## src/source/soc_params.svh

```systemverilog
//------------------------------
// Bus widths and block map
// CSR offsets of the GPIO and video blocks
// Display timing widths and reset values
//------------------------------
`ifndef SOC_PARAMS_SVH
`define SOC_PARAMS_SVH

// Bus widths
`define BUS_ADRS_BIT		32
`define USI_DATA_WIDTH		32
`define BLOCK_ADRS_MAP		4
`define CSR_ADRS_WIDTH		16

// Block numbers in address bits 31:28
`define GPIO_ADRS_MAP		4'd1
`define VTB_ADRS_MAP		4'd4

// GPIO CSR
`define CSR_LED				16'd0

// Video CSR word offsets
`define CSR_HDISPLAY		16'd0
`define CSR_HFRONT			16'd1
`define CSR_HBACK			16'd2
`define CSR_HPULSE			16'd3
`define CSR_VDISPLAY		16'd4
`define CSR_VFRONT			16'd5
`define CSR_VBACK			16'd6
`define CSR_VPULSE			16'd7
`define CSR_VTB_ENABLE		16'd8

// Timing register widths
`define HDISPLAY_WIDTH		11
`define HPORCH_WIDTH		7
`define VDISPLAY_WIDTH		11
`define VPORCH_WIDTH		5

// 480x272 panel timing after reset
`define HDISPLAY_INIT		11'd480
`define HFRONT_INIT			7'd8
`define HBACK_INIT			7'd43
`define HPULSE_INIT			7'd30
`define VDISPLAY_INIT		11'd272
`define VFRONT_INIT			5'd12
`define VBACK_INIT			5'd4
`define VPULSE_INIT			5'd10

// Read data for a block with no slave
`define UNMAPPED_READ		32'h0000_0000

`endif

```

## src/source/busPkg.sv

```systemverilog
//------------------------------
// Register bus types
// Address union, host request struct
// and per-slave command struct
//------------------------------
`include "soc_params.svh"

package busPkg;

	// One bus data word
	typedef logic [`USI_DATA_WIDTH-1:0] usiDataT;

	//------------------------------
	// Address views
	//------------------------------
	// Field view, block number on top and CSR offset at the bottom
	typedef struct packed {
		logic [`BLOCK_ADRS_MAP-1:0]										blockSel;
		logic [`BUS_ADRS_BIT-`BLOCK_ADRS_MAP-`CSR_ADRS_WIDTH-1:0]		gap;
		logic [`CSR_ADRS_WIDTH-1:0]										csrAdrs;
	} usiAdrsFieldS;

	// Host writes raw, the bus reads the fields
	typedef union packed {
		logic [`BUS_ADRS_BIT-1:0]	raw;
		usiAdrsFieldS				field;
	} usiAdrsU;

	//------------------------------
	// Commands
	//------------------------------
	// Host command, 65 bits
	typedef struct packed {
		logic		wr;
		usiAdrsU	adrs;
		usiDataT	wdata;
	} usiReqS;

	// Slave command, wCke already qualified by block select
	typedef struct packed {
		logic							wCke;
		logic [`CSR_ADRS_WIDTH-1:0]		csrAdrs;
		usiDataT						wdata;
	} usiSlaveS;

endpackage

```

## src/source/gpioBlock.sv

```systemverilog
//------------------------------
// GPIO block
// LED control register and read-back
//------------------------------
`timescale 1ns/1ps
`include "soc_params.svh"

module gpioBlock import busPkg::*;
(
	input  logic							iSysClk,
	input  logic							rstN,
	input  usiSlaveS						cmd,
	output logic [`USI_DATA_WIDTH-1:0]		rd,
	output logic [1:0]						led,
	output logic							ledB,
	output logic							ledG,
	output logic							ledR
);

localparam int ledWidth = 5;

// Bits 1:0 board LEDs, 2 blue, 3 green, 4 red
logic [ledWidth-1:0]	ledReg;

always_ff @(posedge iSysClk)
begin
	if (!rstN)
	begin
		ledReg <= '0;
	end
	else if (cmd.wCke && cmd.csrAdrs == `CSR_LED)
	begin
		ledReg <= cmd.wdata[ledWidth-1:0];
	end
end

// Registered read, zero for any other offset
always_ff @(posedge iSysClk)
begin
	if (cmd.csrAdrs == `CSR_LED)
	begin
		rd <= usiDataT'(ledReg);
	end
	else
	begin
		rd <= '0;
	end
end

assign led  = ledReg[1:0];
assign ledB = ledReg[2];
assign ledG = ledReg[3];
assign ledR = ledReg[4];

endmodule

```

## src/source/videoTxBlock.sv

```systemverilog
//------------------------------
// Video transmit block
// Display timing CSRs, sync counters
// and sync / DE generation
//------------------------------
`timescale 1ns/1ps
`include "soc_params.svh"

module videoTxBlock import busPkg::*;
(
	input  logic							iSysClk,
	input  logic							rstN,
	input  usiSlaveS						cmd,
	output logic [`USI_DATA_WIDTH-1:0]		rd,
	output logic							tftHSync,
	output logic							tftVSync,
	output logic							tftDe
);

// One extra bit holds display plus three porches
localparam int hCntWidth = `HDISPLAY_WIDTH + 1;
localparam int vCntWidth = `VDISPLAY_WIDTH + 1;

// Timing registers
logic [`HDISPLAY_WIDTH-1:0]		hdisplay;
logic [`HPORCH_WIDTH-1:0]		hfront;
logic [`HPORCH_WIDTH-1:0]		hback;
logic [`HPORCH_WIDTH-1:0]		hpulse;
logic [`VDISPLAY_WIDTH-1:0]		vdisplay;
logic [`VPORCH_WIDTH-1:0]		vfront;
logic [`VPORCH_WIDTH-1:0]		vback;
logic [`VPORCH_WIDTH-1:0]		vpulse;
logic							enable;

// Counters and region boundaries
logic [hCntWidth-1:0]			hCnt;
logic [hCntWidth-1:0]			hSyncStart;
logic [hCntWidth-1:0]			hSyncEnd;
logic [hCntWidth-1:0]			hTotal;
logic [vCntWidth-1:0]			vCnt;
logic [vCntWidth-1:0]			vSyncStart;
logic [vCntWidth-1:0]			vSyncEnd;
logic [vCntWidth-1:0]			vTotal;

//------------------------------
// CSR write
//------------------------------
always_ff @(posedge iSysClk)
begin
	if (!rstN)
	begin
		hdisplay <= `HDISPLAY_INIT;
		hfront   <= `HFRONT_INIT;
		hback    <= `HBACK_INIT;
		hpulse   <= `HPULSE_INIT;
		vdisplay <= `VDISPLAY_INIT;
		vfront   <= `VFRONT_INIT;
		vback    <= `VBACK_INIT;
		vpulse   <= `VPULSE_INIT;
		enable   <= 1'b0;
	end
	else if (cmd.wCke)
	begin
		// Upper data bits are dropped
		case (cmd.csrAdrs)
			`CSR_HDISPLAY:		hdisplay <= cmd.wdata[`HDISPLAY_WIDTH-1:0];
			`CSR_HFRONT:		hfront   <= cmd.wdata[`HPORCH_WIDTH-1:0];
			`CSR_HBACK:			hback    <= cmd.wdata[`HPORCH_WIDTH-1:0];
			`CSR_HPULSE:		hpulse   <= cmd.wdata[`HPORCH_WIDTH-1:0];
			`CSR_VDISPLAY:		vdisplay <= cmd.wdata[`VDISPLAY_WIDTH-1:0];
			`CSR_VFRONT:		vfront   <= cmd.wdata[`VPORCH_WIDTH-1:0];
			`CSR_VBACK:			vback    <= cmd.wdata[`VPORCH_WIDTH-1:0];
			`CSR_VPULSE:		vpulse   <= cmd.wdata[`VPORCH_WIDTH-1:0];
			`CSR_VTB_ENABLE:	enable   <= cmd.wdata[0];
			default:			enable   <= enable;
		endcase
	end
end

//------------------------------
// CSR read
//------------------------------
always_ff @(posedge iSysClk)
begin
	case (cmd.csrAdrs)
		`CSR_HDISPLAY:		rd <= usiDataT'(hdisplay);
		`CSR_HFRONT:		rd <= usiDataT'(hfront);
		`CSR_HBACK:			rd <= usiDataT'(hback);
		`CSR_HPULSE:		rd <= usiDataT'(hpulse);
		`CSR_VDISPLAY:		rd <= usiDataT'(vdisplay);
		`CSR_VFRONT:		rd <= usiDataT'(vfront);
		`CSR_VBACK:			rd <= usiDataT'(vback);
		`CSR_VPULSE:		rd <= usiDataT'(vpulse);
		`CSR_VTB_ENABLE:	rd <= usiDataT'(enable);
		default:			rd <= '0;
	endcase
end

// Display, front porch, pulse, back porch
assign hSyncStart = hCntWidth'(hdisplay) + hCntWidth'(hfront);
assign hSyncEnd   = hSyncStart + hCntWidth'(hpulse);
assign hTotal     = hSyncEnd + hCntWidth'(hback);
assign vSyncStart = vCntWidth'(vdisplay) + vCntWidth'(vfront);
assign vSyncEnd   = vSyncStart + vCntWidth'(vpulse);
assign vTotal     = vSyncEnd + vCntWidth'(vback);

//------------------------------
// Sync counters
//------------------------------
always_ff @(posedge iSysClk)
begin
	if (!rstN || !enable)
	begin
		hCnt <= '0;
		vCnt <= '0;
	end
	else if (hCnt >= hTotal - hCntWidth'(1))
	begin
		// End of line
		hCnt <= '0;
		if (vCnt >= vTotal - vCntWidth'(1))
		begin
			vCnt <= '0;
		end
		else
		begin
			vCnt <= vCnt + vCntWidth'(1);
		end
	end
	else
	begin
		hCnt <= hCnt + hCntWidth'(1);
	end
end

// Outputs registered, syncs active low
always_ff @(posedge iSysClk)
begin
	if (!rstN || !enable)
	begin
		tftDe    <= 1'b0;
		tftHSync <= 1'b1;
		tftVSync <= 1'b1;
	end
	else
	begin
		tftDe    <= (hCnt < hCntWidth'(hdisplay)) && (vCnt < vCntWidth'(vdisplay));
		tftHSync <= !((hCnt >= hSyncStart) && (hCnt < hSyncEnd));
		tftVSync <= !((vCnt >= vSyncStart) && (vCnt < vSyncEnd));
	end
end

endmodule

```

## src/source/usiBus.sv

```systemverilog
//------------------------------
// Register bus
// Four-phase host handshake, block decode,
// write fan-out and read gather
//------------------------------
`timescale 1ns/1ps
`include "soc_params.svh"

module usiBus import busPkg::*;
(
	input  logic							iSysClk,
	input  logic							rstN,
	// Host side
	input  logic							req,
	input  usiReqS							usiReq,
	output logic							ack,
	output logic [`USI_DATA_WIDTH-1:0]		rdata,
	// Slave side
	output usiSlaveS						gpioCmd,
	output usiSlaveS						vtbCmd,
	input  logic [`USI_DATA_WIDTH-1:0]		gpioRd,
	input  logic [`USI_DATA_WIDTH-1:0]		vtbRd
);

typedef enum logic [2:0] {
	stIdle,
	stAccess,
	stCapture,
	stAckWait,
	stRelease
} busStateT;

busStateT							state;
usiReqS								reqQ;
logic								gpioSel;
logic								vtbSel;
logic [`USI_DATA_WIDTH-1:0]			selRd;

// Block decode through the field view
assign gpioSel = (reqQ.adrs.field.blockSel == `GPIO_ADRS_MAP);
assign vtbSel  = (reqQ.adrs.field.blockSel == `VTB_ADRS_MAP);

// Latch the command when a new request is accepted
always_ff @(posedge iSysClk)
begin
	if (state == stIdle && req && !ack)
	begin
		reqQ <= usiReq;
	end
end

//------------------------------
// Handshake FSM
//------------------------------
always_ff @(posedge iSysClk)
begin
	if (!rstN)
	begin
		state <= stIdle;
		ack   <= 1'b0;
	end
	else
	begin
		case (state)
			stIdle:
			begin
				if (req && !ack)
				begin
					state <= stAccess;
				end
			end
			stAccess:
			begin
				state <= stCapture;
			end
			stCapture:
			begin
				ack   <= 1'b1;
				state <= stAckWait;
			end
			stAckWait:
			begin
				// Host has dropped req, release the bus
				if (!req)
				begin
					ack   <= 1'b0;
					state <= stRelease;
				end
			end
			stRelease:
			begin
				state <= stIdle;
			end
			default:
			begin
				state <= stIdle;
			end
		endcase
	end
end

//------------------------------
// Write fan-out
//------------------------------
// Offset and data go to both slaves, only the selected one gets wCke
always_comb
begin
	gpioCmd.wCke    = (state == stAccess) && reqQ.wr && gpioSel;
	gpioCmd.csrAdrs = reqQ.adrs.field.csrAdrs;
	gpioCmd.wdata   = reqQ.wdata;
	vtbCmd.wCke     = (state == stAccess) && reqQ.wr && vtbSel;
	vtbCmd.csrAdrs  = reqQ.adrs.field.csrAdrs;
	vtbCmd.wdata    = reqQ.wdata;
end

//------------------------------
// Read gather
//------------------------------
always_comb
begin
	if (gpioSel)
	begin
		selRd = gpioRd;
	end
	else if (vtbSel)
	begin
		selRd = vtbRd;
	end
	else
	begin
		selRd = `UNMAPPED_READ;
	end
end

// Slave rd is registered during access, so take it one cycle later
always_ff @(posedge iSysClk)
begin
	if (state == stCapture)
	begin
		rdata <= selRd;
	end
end

endmodule

```

## src/source/processor.sv

```systemverilog
//------------------------------
// Processor top
// Host port, register bus, GPIO and video
//------------------------------
`timescale 1ns/1ps
`include "soc_params.svh"

module processor import busPkg::*;
(
	input  logic							iSysClk,
	input  logic							rstN,
	// Host port
	input  logic							req,
	input  usiReqS							usiReq,
	output logic							ack,
	output logic [`USI_DATA_WIDTH-1:0]		rdata,
	// LED
	output logic [1:0]						led,
	output logic							ledB,
	output logic							ledG,
	output logic							ledR,
	// Display sync
	output logic							tftHSync,
	output logic							tftVSync,
	output logic							tftDe
);

// Bus to slave commands
usiSlaveS							gpioCmd;
usiSlaveS							vtbCmd;
// Slave read words
logic [`USI_DATA_WIDTH-1:0]			gpioRd;
logic [`USI_DATA_WIDTH-1:0]			vtbRd;

//------------------------------
// Register bus
//------------------------------
usiBus usiBus (
	.iSysClk	(iSysClk),
	.rstN		(rstN),
	.req		(req),
	.usiReq		(usiReq),
	.ack		(ack),
	.rdata		(rdata),
	.gpioCmd	(gpioCmd),
	.vtbCmd		(vtbCmd),
	.gpioRd		(gpioRd),
	.vtbRd		(vtbRd)
);

//------------------------------
// GPIO block
//------------------------------
gpioBlock gpioBlock (
	.iSysClk	(iSysClk),
	.rstN		(rstN),
	.cmd		(gpioCmd),
	.rd			(gpioRd),
	.led		(led),
	.ledB		(ledB),
	.ledG		(ledG),
	.ledR		(ledR)
);

//------------------------------
// Video transmit block
//------------------------------
videoTxBlock videoTxBlock (
	.iSysClk	(iSysClk),
	.rstN		(rstN),
	.cmd		(vtbCmd),
	.rd			(vtbRd),
	.tftHSync	(tftHSync),
	.tftVSync	(tftVSync),
	.tftDe		(tftDe)
);

endmodule

```

## config.mk

```make
export PLATFORM = sky130hd
export DESIGN_NAME = processor
export DESIGN_NICKNAME = d
export VERILOG_FILES = /design/src/source/busPkg.sv /design/src/source/gpioBlock.sv /design/src/source/videoTxBlock.sv /design/src/source/usiBus.sv /design/src/source/processor.sv
export VERILOG_INCLUDE_DIRS = /design/src /design/src/source
export SDC_FILE = /design/constraint.sdc
export NUM_CORES = 1
export LEC_CHECK = 0
export BUFFER_PORTS_ARGS = -buffer_cell sky130_fd_sc_hd__buf_2
export CORE_MARGIN = 4
export CORE_UTILIZATION = 35
export CTS_CLUSTER_DIAMETER = 50
export DETAILED_ROUTE_END_ITERATION = 12
export PLACE_DENSITY = 0.61
export SYNTH_ARGS = -nofsm -noshare
export SYNTH_HDL_FRONTEND = slang
export SYNTH_HIERARCHICAL = 1
export SYNTH_SLANG_ARGS = --single-unit
```

## constraint.sdc

```tcl
create_clock -name iSysClk -period 5.45 [get_ports iSysClk]
set_clock_uncertainty 0.2 [all_clocks]
set_input_delay 0.545 -clock iSysClk [delete_from_list [all_inputs] [get_ports iSysClk]]
set_output_delay 0.545 -clock iSysClk [all_outputs]
set_load 0.02 [all_outputs]
```

==> impl_metrics.prom, run 1 <==
# TYPE chip_impl_metric gauge
chip_impl_info{name="run_status",value="complete, but fails checks"} 1
chip_impl_info{name="failed_checks",value="negative setup slack"} 1
chip_impl_metric{name="measured_slew_at_the_worst_slew_check_pin",unit="ns"} 1.03
chip_impl_info{name="hold_path_startpoint",value="usiReq[46]"} 1
chip_impl_metric{name="post-route-min-period",unit="ns"} 5.60
chip_impl_metric{name="powerDensity",unit="mW/mm^2"} 219
chip_impl_metric{name="placeableCoreArea",unit="sq mm"} 0.0339
chip_impl_metric{name="die-width",unit="um"} 194
chip_impl_info{name="tritoncts",value="done"} 1
chip_impl_info{name="timing.rr.start",value="videoTxBlock/hfront[0]"} 1
chip_impl_info{name="worstSetupPathType",value="register to register"} 1
chip_impl_info{name="most-common-layout-cells",value="137 x ha_1, 109 x dfxtp_1, 108 x nand2_1"} 1
chip_impl_metric{name="maxSlewHeadroom",unit=""} 0.311
chip_impl_metric{name="num_antenna_cells",unit=""} 0
chip_impl_info{name="critPathLaunchType",value="register"} 1
chip_impl_metric{name="final_max_tran_viols",unit=""} 0
chip_impl_metric{name="yosys_warnings",unit=""} 6
chip_impl_metric{name="grt_antenna_before_repair",unit=""} 0
chip_impl_metric{name="dp_hpwl",unit="mm"} 20.3
chip_impl_metric{name="post_synth.cell_area_avg",unit="sq um"} 9.74
chip_impl_metric{name="drt_iter0_markers",unit=""} 513
chip_impl_metric{name="hold-worst-slack",unit="ns"} 0.0755
chip_impl_metric{name="final_nets",unit=""} 1537
chip_impl_metric{name="setup_viol",unit=""} 24
chip_impl_metric{name="cts_max_path_buffers",unit=""} 2
chip_impl_metric{name="numClockSinks",unit=""} 175
chip_impl_info{name="unrepaired_setup_endpoints_after_global_routing",value="yes"} 1
chip_impl_metric{name="total_number_of_vias",unit=""} 8727
chip_impl_metric{name="drt-wirelength-per-cell",unit="um"} 15.1
chip_impl_metric{name="worst_r2r_path_depth",unit=""} 27
chip_impl_metric{name="cts_hold_repair.buffers",unit=""} 0
chip_impl_metric{name="drtPass1Iterations",unit=""} 5
chip_impl_info{name="mostFrequentLayoutCell",value="ha_1"} 1
chip_impl_metric{name="clk_transition_reported_paths",unit="ns"} 0.08
chip_impl_metric{name="grt-ovfl-total",unit=""} 0
chip_impl_info{name="cts_root_buf",value="clkbuf_16"} 1
chip_impl_metric{name="numCtsBuffers",unit=""} 17
chip_impl_metric{name="static-leakage-power",unit="nW"} 5.98
chip_impl_metric{name="path_max_fanout",unit=""} 8
chip_impl_metric{name="grt_pass1_vias",unit=""} 8683
chip_impl_metric{name="final_critical_path_setup_slack",unit="ns"} -0.155
chip_impl_metric{name="max_cap_viol_count",unit=""} 0
chip_impl_metric{name="syn-cell-area",unit="sq mm"} 0.0121
chip_impl_metric{name="ant_nets",unit=""} 0
chip_impl_metric{name="holdPathStages",unit=""} 1
chip_impl_metric{name="floorplan.initialDensity",unit=""} 0.359
chip_impl_metric{name="fmaxAchievable",unit="MHz"} 178
chip_impl_metric{name="netlist_instances",unit=""} 1247
chip_impl_metric{name="fin_crit_sh",unit=""} 1.03
chip_impl_metric{name="fp-row-count",unit=""} 67
chip_impl_metric{name="finalWeightedCongestion",unit=""} 0.838
chip_impl_metric{name="cp.arrival",unit="ns"} 5.73
chip_impl_metric{name="ratio_of_cells_with_drive_above_1_in_the_final_layout",unit=""} 0.219
chip_impl_info{name="critical_path_capture_point_type",value="register"} 1
chip_impl_metric{name="grt_first_pass_wirelength",unit="mm"} 44.5
chip_impl_metric{name="reg2reg_setup_slack",unit="ns"} -0.15
chip_impl_metric{name="globalRouteTotalUtil",unit=""} 0.144
chip_impl_metric{name="clock_latency_on_the_worst_skew_pair",unit="ns"} 0.44
chip_impl_metric{name="wirelength",unit="mm"} 27.0
chip_impl_metric{name="dieHeight",unit="um"} 194
chip_impl_info{name="min_delay_worst_endpoint",value="usiBus/gpioCmd[46]"} 1
chip_impl_metric{name="synthToLayoutAreaGrowth",unit="%"} 13.8
chip_impl_metric{name="hold_violation_count_in_the_final_report",unit=""} 0
chip_impl_info{name="worst_hold_path_type",value="primary input to register"} 1
chip_impl_metric{name="drt_drc_violations_left",unit=""} 0
chip_impl_metric{name="floorplan.die_area",unit="sq mm"} 0.0377
chip_impl_metric{name="buffers_on_ports",unit=""} 75
chip_impl_metric{name="ir_worst_vdd",unit="V"} 0.000225
chip_impl_metric{name="place_ws",unit="ns"} -0.335
chip_impl_metric{name="pin_count",unit=""} 109
chip_impl_metric{name="routed_via_density",unit=""} 4.89
chip_impl_metric{name="grt_max_degree",unit=""} 76
chip_impl_metric{name="critical_path_required",unit="ns"} 5.58
chip_impl_metric{name="cts-htree-levels",unit=""} 4
chip_impl_info{name="regToRegEndpoint",value="videoTxBlock/vCnt[7]"} 1
how the worst max path moves through the flow:
| stage | start | end | slack [ns] | depth (start not counted) |
|---|---|---|---|---|
| floorplan | videoTxBlock/hdisplay[0] | videoTxBlock/vCnt[7] | 0.005 | 26 |
| global placement | videoTxBlock/hfront[0] | videoTxBlock/vCnt[7] | -0.27 | 25 |
| detailed placement | videoTxBlock/hfront[0] | videoTxBlock/vCnt[7] | -0.34 | 25 |
| CTS | videoTxBlock/hfront[0] | videoTxBlock/vCnt[7] | -0.13 | 27 |
| global route | videoTxBlock/hfront[0] | videoTxBlock/vCnt[7] | -0.45 | 29 |
| finish | videoTxBlock/hfront[0] | videoTxBlock/vCnt[7] | -0.15 | 27 |
worst max-delay path, stage by stage (launching register included):
cell and delay [ns]:
dfxtp_4 0.36, ha_4 0.16, fa_2 0.39, a211o_1 0.30, a21oi_4 0.17, o21ba_4 0.18
xnor2_4 0.13, ha_4 0.22, or3_1 0.35, o32ai_2 0.12, nor2_1 0.08, xnor2_1 0.13
ha_1 0.31, a21oi_2 0.19, nor2_2 0.07, o31ai_2 0.23, o2bb2ai_1 0.16, xnor3_1 0.27
ha_4 0.30, a21oi_4 0.05, nand2_2 0.09, nor2_2 0.05, a21oi_4 0.16, nand4_1 0.13
buf_6 0.19, nor4_4 0.28, xnor2_1 0.15, a21oi_1 0.05
metal layers:
layer / GRT usage / share of wire / vias up
met5: 0 / 0 / -
met4: 0.0357 / 0.016 / 0
met3: 0.0255 / 0.032 / 27
met2: 0.244 / 0.48 / 124
met1: 0.190 / 0.47 / 4151
li1: - / - / 4425
power by group:
group	internal (mW)	total [mW]	switching, mW
Clock	0.796	1.39	0.597
Combinational	0.0672	0.167	0.100
Sequential	1.41	1.47	0.0550
through the flow:
step	total power [mW]	utilization	setup TNS [ns]	instances	instance area, sq um
final	3.03	0.408	-1.70	1783	13800
after global routing	3.14	0.408	-9.41	1783	13800
after CTS	3.07	0.405	-1.90	1780	13700
after detailed placement	1.67	0.379	-5.86	1740	12800
after global placement	1.67	0.379	-3.97	1740	12800
after floorplan	1.67	-	0	1293	12400
state kept, by name (all words and copies together) (netlist names), 7 cells and up:
name	count
videoTxBlock/hpulse	7
videoTxBlock/hCnt	12
videoTxBlock/hback	7
videoTxBlock/rd	11
videoTxBlock/vCnt	12
usiBus/rdata	32
videoTxBlock/hfront	7
usiBus/gpioCmd	27
videoTxBlock/vdisplay	11
videoTxBlock/hdisplay	11
layout make-up:
class                   count  area, sq um
clock inverters            15          244
inverters                 102          383
clock buffers              17          425
repair buffers            146          927
multi-input cells         880         7140
flip-flops and latches    175         4150
fillers                  3325        20000
well taps                 448          561
repair_timing:
| action | 4_1_cts | 5_1_grt |
|---|---|---|
| setup endpoints to repair | 24 | 24 |
| pin swaps | 17 | 10 |
| cloned | 1 | 0 |
| setup buffers | 7 | 3 |
| resized for setup | 28 | 17 |
(Power assumes the default switching activity.)
==> run 2, diff against run 1 <==
- CORE_ASPECT_RATIO: not set -> 1.1
==> run 2 against run 1 <==
The flow still finishes with violations (negative setup slack). Utilization decreased by 0.39 points. Sequential power about the same. Via count rose by 0.97%. Register-to-register slack worse by 0.03 ns. Critical endpoint unchanged. Sequential share of layout area hardly changed. Clock power decreased by 12%. Die area hardly changed. Combinational power increased by 4%. Non-clock buffer count up 9. Fmax down 0.57%. Setup slack got worse by 0.032 ns.
==> impl_metrics.prom, run 2 (same netlist as run 1, synthesis figures left out) <==
# TYPE chip_impl_metric gauge
chip_impl_metric{name="synthToLayoutAreaGrowth",unit="%"} 13.9
chip_impl_metric{name="place_area",unit="sq mm"} 0.0129
chip_impl_info{name="failed_checks",value="negative setup slack"} 1
chip_impl_metric{name="final_max_tran_viols",unit=""} 0
chip_impl_metric{name="largest_reg_flops",unit=""} 32
chip_impl_metric{name="globalRouteTotalUtil",unit=""} 0.142
chip_impl_metric{name="critical_path_required",unit="ns"} 5.57
chip_impl_info{name="critPathLaunchType",value="register"} 1
chip_impl_metric{name="drtPass1Iterations",unit=""} 5
chip_impl_info{name="regToRegEndpoint",value="videoTxBlock/vCnt[7]"} 1
chip_impl_metric{name="clock_latency_on_the_worst_skew_pair",unit="ns"} 0.44
chip_impl_metric{name="drt_drc_violations_left",unit=""} 0
chip_impl_metric{name="total_number_of_vias",unit=""} 8812
chip_impl_metric{name="floorplan.die_area",unit="sq mm"} 0.0377
chip_impl_metric{name="grt_pass1_vias",unit=""} 8615
chip_impl_metric{name="final_area",unit="sq mm"} 0.0138
chip_impl_metric{name="cp.arrival",unit="ns"} 5.76
chip_impl_info{name="timing.rr.start",value="videoTxBlock/hfront[0]"} 1
chip_impl_metric{name="cts-htree-levels",unit=""} 4
chip_impl_metric{name="multi_input_area",unit="sq mm"} 0.00716
chip_impl_metric{name="drt-wirelength-per-cell",unit="um"} 15.2
chip_impl_metric{name="final_critical_path_setup_slack",unit="ns"} -0.187
chip_impl_metric{name="clk_transition_reported_paths",unit="ns"} 0.08
chip_impl_metric{name="fill_cells",unit=""} 3314
chip_impl_metric{name="fmaxAchievable",unit="MHz"} 177
chip_impl_metric{name="dieHeight",unit="um"} 203
chip_impl_metric{name="ratio_of_cells_with_drive_above_1_in_the_final_layout",unit=""} 0.228
chip_impl_metric{name="ant_nets",unit=""} 0
chip_impl_metric{name="die-width",unit="um"} 186
chip_impl_metric{name="num_antenna_cells",unit=""} 0
chip_impl_metric{name="grt_antenna_before_repair",unit=""} 0
chip_impl_info{name="worstSetupPathType",value="register to register"} 1
chip_impl_metric{name="hold_violation_count_in_the_final_report",unit=""} 0
chip_impl_metric{name="maxSlewHeadroom",unit=""} 0.395
chip_impl_metric{name="pin_count",unit=""} 109
chip_impl_metric{name="grt_first_pass_wirelength",unit="mm"} 43.6
chip_impl_info{name="register_with_the_most_flip_flops",value="usiBus/rdata"} 1
chip_impl_metric{name="grt_max_degree",unit=""} 76
chip_impl_info{name="tritoncts",value="done"} 1
chip_impl_metric{name="wirelength",unit="mm"} 27.0
chip_impl_info{name="critical_path_capture_point_type",value="register"} 1
chip_impl_metric{name="static-leakage-power",unit="nW"} 5.97
chip_impl_metric{name="measured_slew_at_the_worst_slew_check_pin",unit="ns"} 0.904
chip_impl_info{name="mostFrequentLayoutCell",value="ha_1"} 1
chip_impl_metric{name="setup_viol",unit=""} 23
chip_impl_info{name="most-common-layout-cells",value="136 x ha_1, 109 x dfxtp_1, 108 x nand2_1"} 1
chip_impl_metric{name="finalCoreUtilization",unit=""} 0.404
chip_impl_metric{name="routed_via_density",unit=""} 4.94
chip_impl_metric{name="fin_crit_sh",unit=""} 1.03
chip_impl_metric{name="floorplan.initialDensity",unit=""} 0.355
chip_impl_info{name="cts_root_buf",value="clkbuf_16"} 1
chip_impl_metric{name="powerDensity",unit="mW/mm^2"} 207
chip_impl_metric{name="ir_worst_vdd",unit="V"} 0.000150
chip_impl_info{name="min_delay_worst_endpoint",value="usiBus/gpioCmd[38]"} 1
chip_impl_metric{name="grt-ovfl-total",unit=""} 0
chip_impl_metric{name="numClockSinks",unit=""} 175
chip_impl_metric{name="dp_hpwl",unit="mm"} 20.3
chip_impl_info{name="unrepaired_setup_endpoints_after_global_routing",value="yes"} 1
chip_impl_metric{name="post-route-min-period",unit="ns"} 5.64
chip_impl_info{name="run_status",value="complete, but fails checks"} 1
chip_impl_info{name="hold_path_startpoint",value="usiReq[38]"} 1
chip_impl_metric{name="drt_iter0_markers",unit=""} 607
chip_impl_metric{name="holdPathStages",unit=""} 1
chip_impl_metric{name="max_cap_viol_count",unit=""} 0
chip_impl_metric{name="finalWeightedCongestion",unit=""} 0.856
chip_impl_metric{name="fp-row-count",unit=""} 71
chip_impl_metric{name="placeableCoreArea",unit="sq mm"} 0.0342
chip_impl_metric{name="final_nets",unit=""} 1547
chip_impl_metric{name="worst_r2r_path_depth",unit=""} 26
chip_impl_metric{name="reg2reg_setup_slack",unit="ns"} -0.19
chip_impl_metric{name="cts_max_path_buffers",unit=""} 2
chip_impl_metric{name="path_max_fanout",unit=""} 8
chip_impl_metric{name="numCtsBuffers",unit=""} 17
chip_impl_metric{name="sequential_cell_area_in_the_final_layout",unit="sq mm"} 0.00415
chip_impl_metric{name="buffers_on_ports",unit=""} 75
chip_impl_info{name="worstSetupStartpoint",value="videoTxBlock/hfront[0]"} 1
chip_impl_info{name="worst_hold_path_type",value="primary input to register"} 1
## run 2: cell count changes in the layout (fill, tap and decap cells not counted), sizes merged, moves of 2 or more
cell      change
buf           +9
bufinv        -4
clkbuf        +2
clkinv        +2
clkinvlp      +2
inv           -2
## run 2: how the worst max path moves through the flow
| stage | cells past startpoint | endpoint | slack [ns] |
|---|---|---|---|
| after detailed placement | 25 | videoTxBlock/vCnt[7] | -0.32 |
| final | 26 | videoTxBlock/vCnt[7] | -0.19 |
| after CTS | 26 | videoTxBlock/vCnt[7] | -0.12 |
| after global placement | 25 | videoTxBlock/vCnt[7] | -0.29 |
| after global routing | 27 | videoTxBlock/vCnt[11] | -0.50 |
| after floorplan | 26 | videoTxBlock/vCnt[7] | 0.005 |
## run 2: metal layers
metal	up-vias	GRT usage	routed length [um]
met1	4151	0.178	12100
met2	177	0.254	13400
li1	4449	-	-
met5	-	0	0
met4	0	0.0448	609
met3	35	0.0168	854
## run 2: layout make-up
type	count	share of cell area
Clock buffer	19	0.0328
Clock inverter	13	0.0104
Inverter	102	0.0277
Multi-Input combinational cell	881	0.518
Sequential cell	175	0.300
Tap cell	438	0.0396
Timing Repair Buffer	155	0.0718
## run 2: through the flow
stage | hold WS, ns | total power [mW] | worst slack [ns] | std cells | TNS, ns
final | 0.0746 | 2.87 | -0.187 | 1783 | -1.89
after global routing | 0.0588 | 2.97 | -0.498 | 1783 | -9.81
after CTS | 0.0608 | 2.89 | -0.122 | 1778 | -0.999
after detailed placement | 0.258 | 1.67 | -0.323 | 1743 | -6.21
after global placement | 0.253 | 1.66 | -0.287 | 1743 | -4.45
after floorplan | 0.245 | 1.67 | 0.00459 | 1293 | 0
## run 2: critical path, cell delays in order (launching register included)
cell	delay, ns
dfxtp_4	0.36
ha_4	0.16
fa_2	0.39
a211o_1	0.28
a21oi_2	0.18
o21ba_4	0.18
xnor2_4	0.14
ha_4	0.23
or3_4	0.37
o32ai_4	0.13
nor2_2	0.06
xnor2_1	0.13
ha_1	0.32
a21oi_2	0.18
nor2_2	0.07
o31ai_2	0.24
o2bb2ai_2	0.14
xnor3_1	0.28
ha_4	0.31
a21oi_4	0.06
buf_4	0.14
a21oi_4	0.17
nand4_1	0.12
buf_6	0.18
nor4_4	0.26
xnor2_1	0.14
a21oi_1	0.05
## run 2: power by group
group,internal (mW),leakage (nW),switching [mW]
Combinational,0.0680,4.19,0.106
Clock,0.639,0.285,0.590
Sequential,1.41,1.50,0.0494
Total,2.12,5.97,0.746
## run 2: repair_timing
action | CTS | global route
hold buffers | 0 | 0
setup endpoints to repair | 24 | 24
pin swaps | 14 | 13
resized for setup | 25 | 19
cloned | 0 | 1
setup buffers | 3 | 4
